File: src/source/az_pkg.sv
package az_pkg;

  ////////////////////////////////////////
  // adc word geometry
  ////////////////////////////////////////

  // full conversion word as delivered by the adc
  localparam int ADC_W = 24;

  // magnitude part of the word, below the two range bits
  localparam int MAG_W = 22;

  // hi minus lo needs one extra bit for the sign
  localparam int RESULT_W = ADC_W + 1;

  // one conversion word, seen either as a plain count
  // or split into range status and magnitude
  typedef union packed {
    logic [ADC_W-1:0] raw;
    struct packed {
      logic             over_range;
      logic             under_range;
      logic [MAG_W-1:0] magnitude;
    } status;
  } adc_word_u;

  ////////////////////////////////////////
  // analog switch codes
  ////////////////////////////////////////

  // az mux select that routes the pre-charge switch output to the integrator
  localparam logic [3:0] AZMUX_HI = 4'd8;

  // pre-charge switch positions
  // boot keeps the signal input isolated from az mux charge injection
  localparam logic SW_PC_BOOT   = 1'b0;
  localparam logic SW_PC_SIGNAL = 1'b1;

endpackage
File: src/source/adc_sample_if.sv
`timescale 1ns/100ps

// tagged conversion sample, capture block to combiner
// transfer happens on a clock with valid and ready both high
interface adc_sample_if;

  // capture side
  logic             valid;
  az_pkg::adc_word_u word;
  // high when the word came from the hi (signal) phase
  logic             is_hi;

  // combiner side
  logic             ready;

  // producer of samples
  modport source (
    output valid,
    output word,
    output is_hi,
    input  ready
  );

  // consumer of samples
  modport sink (
    input  valid,
    input  word,
    input  is_hi,
    output ready
  );

endinterface

File: src/source/az_frontend.sv
`timescale 1ns/100ps

module az_frontend #(
  // settle time for each switch change, in clocks
  parameter int PRECHARGE_CYCLES = 10000
) (
  input  logic                                clk,
  input  logic                                reset,

  // analog switch control
  input  logic [3:0]                          azmux_lo,
  output logic                                sw_pc_ctl,
  output logic [3:0]                          azmux,

  // adc port
  output logic                                adc_start,
  input  logic                                adc_done,
  input  logic [az_pkg::ADC_W-1:0]            adc_word,

  // auto-zeroed result
  output logic                                result_valid,
  input  logic                                result_ready,
  output logic signed [az_pkg::RESULT_W-1:0]  result,
  output logic                                result_over_range
);

  logic phase_hi;
  logic sample_free;

  // capture to combiner
  adc_sample_if smp_if ();

  ////////////////////////////////////////
  // switch and adc sequencing
  az_sequencer #(
    .PRECHARGE_CYCLES (PRECHARGE_CYCLES)
  ) u_az_sequencer (
    .clk         (clk),
    .reset       (reset),
    .azmux_lo    (azmux_lo),
    .adc_done    (adc_done),
    .sample_free (sample_free),
    .adc_start   (adc_start),
    .sw_pc_ctl   (sw_pc_ctl),
    .phase_hi    (phase_hi),
    .azmux       (azmux)
  );

  // word capture, runs on the same adc_done as the sequencer
  adc_capture u_adc_capture (
    .clk         (clk),
    .reset       (reset),
    .adc_done    (adc_done),
    .phase_hi    (phase_hi),
    .adc_word    (adc_word),
    .sample_free (sample_free),
    .smp         (smp_if.source)
  );

  // hi minus lo
  az_combiner u_az_combiner (
    .clk               (clk),
    .reset             (reset),
    .smp               (smp_if.sink),
    .result_ready      (result_ready),
    .result_valid      (result_valid),
    .result_over_range (result_over_range),
    .result            (result)
  );

endmodule

File: src/source/az_combiner.sv
`timescale 1ns/100ps

module az_combiner (
  input  logic                                clk,
  input  logic                                reset,
  adc_sample_if.sink                          smp,
  input  logic                                result_ready,
  output logic                                result_valid,
  output logic                                result_over_range,
  output logic signed [az_pkg::RESULT_W-1:0]  result
);

  // stored hi sample
  logic                    hi_held;
  logic [az_pkg::ADC_W-1:0] hi_raw;
  logic                    hi_range_bad;

  // range status of the incoming word, either direction counts
  logic smp_range_bad;
  logic take;

  assign smp_range_bad = smp.word.status.over_range | smp.word.status.under_range;

  // one pending result at a time, stall capture until it is taken
  assign smp.ready = !result_valid;
  assign take      = smp.valid && smp.ready;

  ////////////////////////////////////////
  // control
  ////////////////////////////////////////

  always_ff @(posedge clk or posedge reset)
  begin
    if (reset)
    begin
      hi_held      <= 1'b0;
      result_valid <= 1'b0;
    end
    else
    begin
      if (result_valid && result_ready)
        result_valid <= 1'b0;

      if (take)
      begin
        if (smp.is_hi)
          hi_held <= 1'b1;
        else if (hi_held)
        begin
          // lo completes the pair
          hi_held      <= 1'b0;
          result_valid <= 1'b1;
        end
        // lo with no hi ahead of it is dropped, only seen right after reset
      end
    end
  end

  ////////////////////////////////////////
  // data
  ////////////////////////////////////////

  always_ff @(posedge clk)
  begin
    if (take && smp.is_hi)
    begin
      hi_raw       <= smp.word.raw;
      hi_range_bad <= smp_range_bad;
    end

    if (take && !smp.is_hi && hi_held)
    begin
      // counts are unsigned, widen by one bit then subtract
      result            <= $signed({1'b0, hi_raw}) - $signed({1'b0, smp.word.raw});
      result_over_range <= hi_range_bad | smp_range_bad;
    end
  end

  // offered result holds until the consumer takes it
  a_result_hold: assert property (
    @(posedge clk) disable iff (reset)
    (result_valid && !result_ready) |=>
      (result_valid && $stable(result) && $stable(result_over_range))
  );

endmodule

File: src/source/adc_capture.sv
`timescale 1ns/100ps

module adc_capture (
  input  logic              clk,
  input  logic              reset,
  input  logic              adc_done,
  // phase of the conversion that is finishing
  input  logic              phase_hi,
  input  az_pkg::adc_word_u adc_word,
  output logic              sample_free,
  adc_sample_if.source      smp
);

  // one-entry buffer
  logic              full;
  az_pkg::adc_word_u word_q;
  logic              is_hi_q;

  ////////////////////////////////////////
  // buffer occupancy
  ////////////////////////////////////////

  always_ff @(posedge clk or posedge reset)
  begin
    if (reset)
      full <= 1'b0;
    else if (adc_done)
      // sequencer only starts into an empty buffer
      full <= 1'b1;
    else if (smp.valid && smp.ready)
      full <= 1'b0;
  end

  ////////////////////////////////////////
  // payload
  ////////////////////////////////////////

  // word and tag are loaded together, held until the combiner takes them
  always_ff @(posedge clk)
  begin
    if (adc_done)
    begin
      word_q.raw <= adc_word.raw;
      is_hi_q    <= phase_hi;
    end
  end

  // offer the buffered sample
  assign smp.valid = full;
  assign smp.word  = word_q;
  assign smp.is_hi = is_hi_q;

  // back-pressure to the sequencer
  assign sample_free = !full;

  // a conversion must never land on top of an unread word
  a_no_overrun: assert property (
    @(posedge clk) disable iff (reset)
    adc_done |-> !full
  );

endmodule

File: src/source/az_sequencer.sv
`timescale 1ns/100ps

module az_sequencer #(
  // settle time for each switch change, in clocks
  parameter int PRECHARGE_CYCLES = 10000
) (
  input  logic       clk,
  input  logic       reset,
  // lo reference select code, static
  input  logic [3:0] azmux_lo,
  input  logic       adc_done,
  // capture buffer is empty
  input  logic       sample_free,
  output logic       adc_start,
  output logic       sw_pc_ctl,
  output logic       phase_hi,
  output logic [3:0] azmux
);

  // counter wide enough to hold PRECHARGE_CYCLES-1
  localparam int CNT_W = (PRECHARGE_CYCLES > 1) ? $clog2(PRECHARGE_CYCLES) : 1;
  localparam logic [CNT_W-1:0] SETTLE_LOAD = CNT_W'(PRECHARGE_CYCLES - 1);

  // state codes
  localparam logic [2:0] ST_BOOT     = 3'd0;
  localparam logic [2:0] ST_HI_SEL   = 3'd1;
  localparam logic [2:0] ST_HI_START = 3'd2;
  localparam logic [2:0] ST_HI_WAIT  = 3'd3;
  localparam logic [2:0] ST_PROTECT  = 3'd4;
  localparam logic [2:0] ST_LO_START = 3'd5;
  localparam logic [2:0] ST_LO_WAIT  = 3'd6;

  logic [2:0]       state;
  logic [CNT_W-1:0] settle_cnt;
  // az mux points at the pre-charge output when set, otherwise at lo
  logic             sel_hi;

  // mux code follows the select bit, so reset gives azmux_lo directly
  assign azmux = sel_hi ? az_pkg::AZMUX_HI : azmux_lo;

  // tag for the capture block, valid while the hi conversion runs
  assign phase_hi = (state == ST_HI_WAIT);

  always_ff @(posedge clk or posedge reset)
  begin
    if (reset)
    begin
      state      <= ST_BOOT;
      settle_cnt <= SETTLE_LOAD;
      sw_pc_ctl  <= az_pkg::SW_PC_BOOT;
      sel_hi     <= 1'b0;
      adc_start  <= 1'b0;
    end
    else
    begin
      // start is a single cycle pulse
      adc_start <= 1'b0;

      case (state)

        ////////////////////////////////////////
        // signal protected, mux on lo
        ST_BOOT:
        begin
          if (settle_cnt == '0)
          begin
            // swing the az mux onto the pre-charge output
            sel_hi     <= 1'b1;
            settle_cnt <= SETTLE_LOAD;
            state      <= ST_HI_SEL;
          end
          else
            settle_cnt <= settle_cnt - 1'b1;
        end

        ////////////////////////////////////////
        // precharge phase
        // mux on hi, switch still on boot, let the charge settle
        ST_HI_SEL:
        begin
          if (settle_cnt == '0)
            state <= ST_HI_START;
          else
            settle_cnt <= settle_cnt - 1'b1;
        end

        // hold off until capture can take another word
        ST_HI_START:
        begin
          if (sample_free)
          begin
            sw_pc_ctl <= az_pkg::SW_PC_SIGNAL;
            adc_start <= 1'b1;
            state     <= ST_HI_WAIT;
          end
        end

        // hi conversion running, adc time varies
        ST_HI_WAIT:
        begin
          if (adc_done)
          begin
            // back to boot before touching the mux again
            sw_pc_ctl  <= az_pkg::SW_PC_BOOT;
            settle_cnt <= SETTLE_LOAD;
            state      <= ST_PROTECT;
          end
        end

        ////////////////////////////////////////
        // re-protect the signal before the mux leaves hi
        ST_PROTECT:
        begin
          if (settle_cnt == '0)
          begin
            sel_hi <= 1'b0;
            state  <= ST_LO_START;
          end
          else
            settle_cnt <= settle_cnt - 1'b1;
        end

        // mux on lo, start once the buffer is empty
        ST_LO_START:
        begin
          if (sample_free)
          begin
            adc_start <= 1'b1;
            state     <= ST_LO_WAIT;
          end
        end

        // lo conversion running, then around again from the hi select
        ST_LO_WAIT:
        begin
          if (adc_done)
          begin
            sel_hi     <= 1'b1;
            settle_cnt <= SETTLE_LOAD;
            state      <= ST_HI_SEL;
          end
        end

        default:
          state <= ST_BOOT;

      endcase
    end
  end

  // start never stretches beyond one clock
  a_start_pulse: assert property (
    @(posedge clk) disable iff (reset)
    adc_start |=> !adc_start
  );

  // signal path only opens while the mux looks at the pre-charge output
  a_switch_guard: assert property (
    @(posedge clk) disable iff (reset)
    (sw_pc_ctl == az_pkg::SW_PC_SIGNAL) |-> (azmux == az_pkg::AZMUX_HI)
  );

endmodule

File: config.mk
export PLATFORM = sky130hd
export DESIGN_NAME = az_frontend
export DESIGN_NICKNAME = d
export VERILOG_FILES = /design/src/source/az_pkg.sv /design/src/source/adc_sample_if.sv /design/src/source/az_frontend.sv /design/src/source/az_combiner.sv /design/src/source/adc_capture.sv /design/src/source/az_sequencer.sv
export SDC_FILE = /design/constraint.sdc
export NUM_CORES = 1
export LEC_CHECK = 0
export ABC_CLOCK_PERIOD_IN_PS = 5500
export BUFFER_PORTS_ARGS = -buffer_cell sky130_fd_sc_hd__buf_2
export CAP_MARGIN = 20
export CORE_ASPECT_RATIO = 1.2
export CORE_UTILIZATION = 40
export CTS_CLUSTER_DIAMETER = 200
export DETAILED_ROUTE_END_ITERATION = 7
export GPL_TIMING_DRIVEN = 0
export PLACE_DENSITY_LB_ADDON = 0.2
export SYNTH_ARGS = -nofsm -noshare
export SYNTH_HDL_FRONTEND = slang
export SYNTH_SLANG_ARGS = --single-unit
File: constraint.sdc
create_clock -name clk -period 5.5 [get_ports clk]
set_input_delay 0.275 -clock clk [delete_from_list [all_inputs] [get_ports clk]]
set_output_delay 0.275 -clock clk [all_outputs]
set_load 0.1 [all_outputs]
==> summary.md <==
| Metric | Value |
|---|---|
| Vias in the first global route | `3245` |
| RSZ-0062 raised after global routing | `no` |
| Routed Antenna Nets | `0` |
| Starting Density | `0.412` |
| Max Used Layer | `met4` |
| CP Launch Point | `u_adc_capture.smp.word[0]$_DFFE_PP_` |
| Final core area utilization | `0.483` |
| Status | `complete, no violations` |
| H-tree levels | `3` |
| # diodes | `0` |
| Number of unique standard cell types used by synthesis | `67` |
| Slew HR | `0.434` |
| Number of buffers added on ports | `64` |
| DR vias/cell | `4.92` |
| Critical path arrival | `2780 ps` |
| Flop2flop setup slack | `2790 ps` |
| DP Worst Slack | `2790 ps` |
| Syn_nets | `474` |
| Reg2Reg Depth | `9` |
| Crit path time final | `2710 ps` |
| # IOs | `65` |
| Sequential area share after synthesis | `0.572` |
| Post-cts hold buffer count | `0` |
| Layout cells sized above 1 | `0.232` |
| Synthesis-to-finish area growth | `17.4%` |
| DR DRC count | `0` |
| CTS max path bufs | `2` |
| Instance count on the critical path | `9` |
| Main synth FF type | `edfxtp_1` |
| FFs w/ async S/R, synth | `0.232` |
| Pin slew with the least headroom to its limit | `848 ps` |
| # rows | `44` |
| Drt first pass iters | `4` |
| Synth Instances | `416` |
| Crit path to | `u_az_combiner.result[24]$_DFFE_PP_` |
| WL met3 | `304 um` |
| CTS Sinks | `99` |
| Iter 0 DRT Violations | `96` |
| Hpwl dp | `6.75 mm` |
| Clk_lat worst skew | `340 ps` |
| Reg2reg start | `u_adc_capture.smp.word[0]$_DFFE_PP_` |
| Crit path buf inv count | `1` |
| CP max-delay cell | `o41ai_2` |
| Die area | `13000 um2` |
| Area contributors post-synth | `edfxtp_1 (46%), dfrtp_1 (7.5%), ha_1 (6.2%), dfstp_2 (4.2%), xnor2_1 (4.0%)` |
| Number of synthesized flops with an enable pin | `76` |
| Cell Area, Synth | `5010 um2` |
| Max VDD drop | `256 uV` |
| Initial antenna violation count | `0` |
| Synthesis Warnings | `0` |
| Peak Freq | `0.368 GHz` |
| Largest area contributor in the netlist | `edfxtp_1` |
| Fraction of synthesized cell area taken by the top area cell type | `0.456` |
| GRT overflow | `0` |
| MaxCap Viol Count | `0` |
| TNS Setup | `0 ps` |
| Commonest cells in the netlist | `edfxtp_1 (76), inv_1 (40), a21oi_1 (25), ha_1 (25)` |
| DR vias | `3250` |
| WL met1 | `3.98 mm` |
| GRT Util Overall | `0.145` |
| Die X | `104 um` |
| Crit-path cells | `ha_1, fa_1, inv_1, a21o_1, a221oi_2, o21ai_1, nor3_2, o41ai_2, a221oi_1` |
| Die H | `125 um` |
| Crit Path Category | `register to register` |
| Hold Slack | `108 ps` |
| Critical Path Source Type | `register` |
| Final Setup Violations | `0` |
| WL/cell | `13.4 um` |
| Most common cell in the netlist | `edfxtp_1` |
| Crit path max fanout | `4` |
| # resized after CTS | `0` |
| Drt total wl | `8.88 mm` |
| Core area | `12200 um2` |
| First-pass GRT wire length | `15.0 mm` |
| Pleak | `2.39 nW` |
| NumNets Final | `553` |
| Syn_area_per_cell | `12.0 um2` |
| Flop and latch count out of synthesis | `99` |
| Met2 WL | `4.41 mm` |
| Worst min path class | `input port to async pin` |
| Hold Vio Cnt, Final | `0` |
| Power per cell area | `466 nW/um2` |
| Final worst-path setup slack | `2790 ps` |
| Clock skew | `8.88 ps` |
| CTS tree | `done` |
| Period utilisation layout | `0.494` |
| Largest net degree at the start of global routing | `27` |
| Critical R2R Capture | `u_az_combiner.result[24]$_DFFE_PP_` |
| Post-CTS setup buffer count | `0` |
| CP max stage delay | `480 ps` |
| CP top delay family | `compound AO/OA/AOI/OAI gates` |
| Worst endpoint required time | `5560 ps` |
| Slew Limit Fails | `0` |
| Clock transition at the registers of the reported paths | `70 ps` |
| RD Place Congestion | `0.844` |
| TritonCTS Buffers | `9` |
| Root Buffer | `clkbuf_16` |
| Crit end category | `register` |
==> worst min path at each step <==
stage,from,end
5_1_grt,adc_word[22],u_adc_capture.smp.word[22]$_DFFE_PP_
6_report,reset,u_az_sequencer.state[0]$_DFFE_PP0P_
4_1_cts,adc_word[20],u_adc_capture.smp.word[20]$_DFFE_PP_
3_5_place_dp,u_adc_capture.smp.word[2]$_DFFE_PP_,u_az_combiner.hi_raw[2]$_DFFE_PP_
2_1_floorplan,reset,u_adc_capture.smp.valid$_DFFE_PP0P_
3_3_place_gp,u_adc_capture.smp.word[15]$_DFFE_PP_,u_az_combiner.hi_raw[15]$_DFFE_PP_
==> kinds of logic (layout without fill, tap and decap cells) <==
| kind of cell | Yosys count | after routing | synth area share |
|---|---|---|---|
| adder cells (fa/ha/maj) | 27 | 27 | 0.0684 |
| flip-flops | 99 | 99 | 0.572 |
| AND/OR/NAND/NOR | 104 | 104 | 0.116 |
| XOR/XNOR | 29 | 29 | 0.0507 |
| buffers and inverters | 53 | 137 | 0.0405 |
| multiplexers | 2 | 2 | 0.00425 |
| AO/OA/AOI/OAI | 102 | 102 | 0.148 |
==> worst register-to-register path: stages, from the launching register on <==
cell	delay, ps
edfxtp_1	390
ha_1	270
fa_1	420
inv_1	80
a21o_1	160
a221oi_2	100
o21ai_1	310
nor3_2	110
o41ai_2	480
a221oi_1	140
==> per-stage QoR <==
step	power, mW	instance area [um2]	std cells
6_report	2.74	5880	661
5_1_grt	2.90	5880	661
4_1_cts	2.76	5860	660
3_5_place_dp	2.13	5560	644
3_3_place_gp	2.10	5530	641
2_1_floorplan	1.93	5010	416
==> per-layer routing <==
layer | GRT usage | up-vias
met1 | 0.174 | 1494
met4 | 0.0807 | 0
met5 | 0 | -
met2 | 0.246 | 58
li1 | - | 1683
met3 | 0.0241 | 15
==> power by group <==
group	leakage [nW]	switching (mW)	internal, mW
registers	0.985	0.0848	1.01
clock network	0.147	0.251	0.375
logic	1.26	0.716	0.305
==> cells in the final DEF, fill, tap and decap left out, types with 2 or more instances in the layout <==
cell type | synthesis | routed
edfxtp_1 | 76 | 76
buf_2 | 3 | 67
inv_1 | 40 | 40
a21oi_1 | 25 | 25
ha_1 | 25 | 25
nand2_1 | 24 | 24
nor2_1 | 24 | 24
xnor2_1 | 23 | 23
o21ai_0 | 19 | 19
dfrtp_1 | 15 | 15
clkbuf_1 | 9 | 13
a21o_1 | 13 | 13
clkbuf_16 | 0 | 11
nand3_1 | 8 | 8
dfstp_2 | 8 | 8
nor3_1 | 7 | 7
a31oi_1 | 7 | 7
xor2_1 | 6 | 6
a221oi_1 | 5 | 5
or3_1 | 5 | 5
nor2b_1 | 5 | 5
o21ai_1 | 4 | 4
and2_1 | 4 | 4
nand4_1 | 4 | 4
o21bai_1 | 4 | 4
and3_1 | 3 | 3
buf_4 | 0 | 3
or4_4 | 2 | 2
nor3_4 | 2 | 2
nand2b_1 | 2 | 2
nor4_1 | 2 | 2
a221o_1 | 2 | 2
nor4_2 | 2 | 2
o31ai_1 | 2 | 2
==> sequential cells by signal, summed over array words and instances (netlist names), 3 cells and up <==
signal,flops
u_az_combiner.result,25
u_adc_capture.smp.word,24
u_az_combiner.hi_raw,24
u_az_sequencer.settle_cnt,14
u_az_sequencer.state,3
==> layout make-up <==
cell class	instances	area, um2
clock buffers	16	304
plain buffers	12	48.8
inverters	41	154
flip-flops and latches	99	2870
fillers	1110	6290
multi-input cells	264	1950
well taps	161	201
repair buffers	68	358
Power figures use the tool's default switching activity.
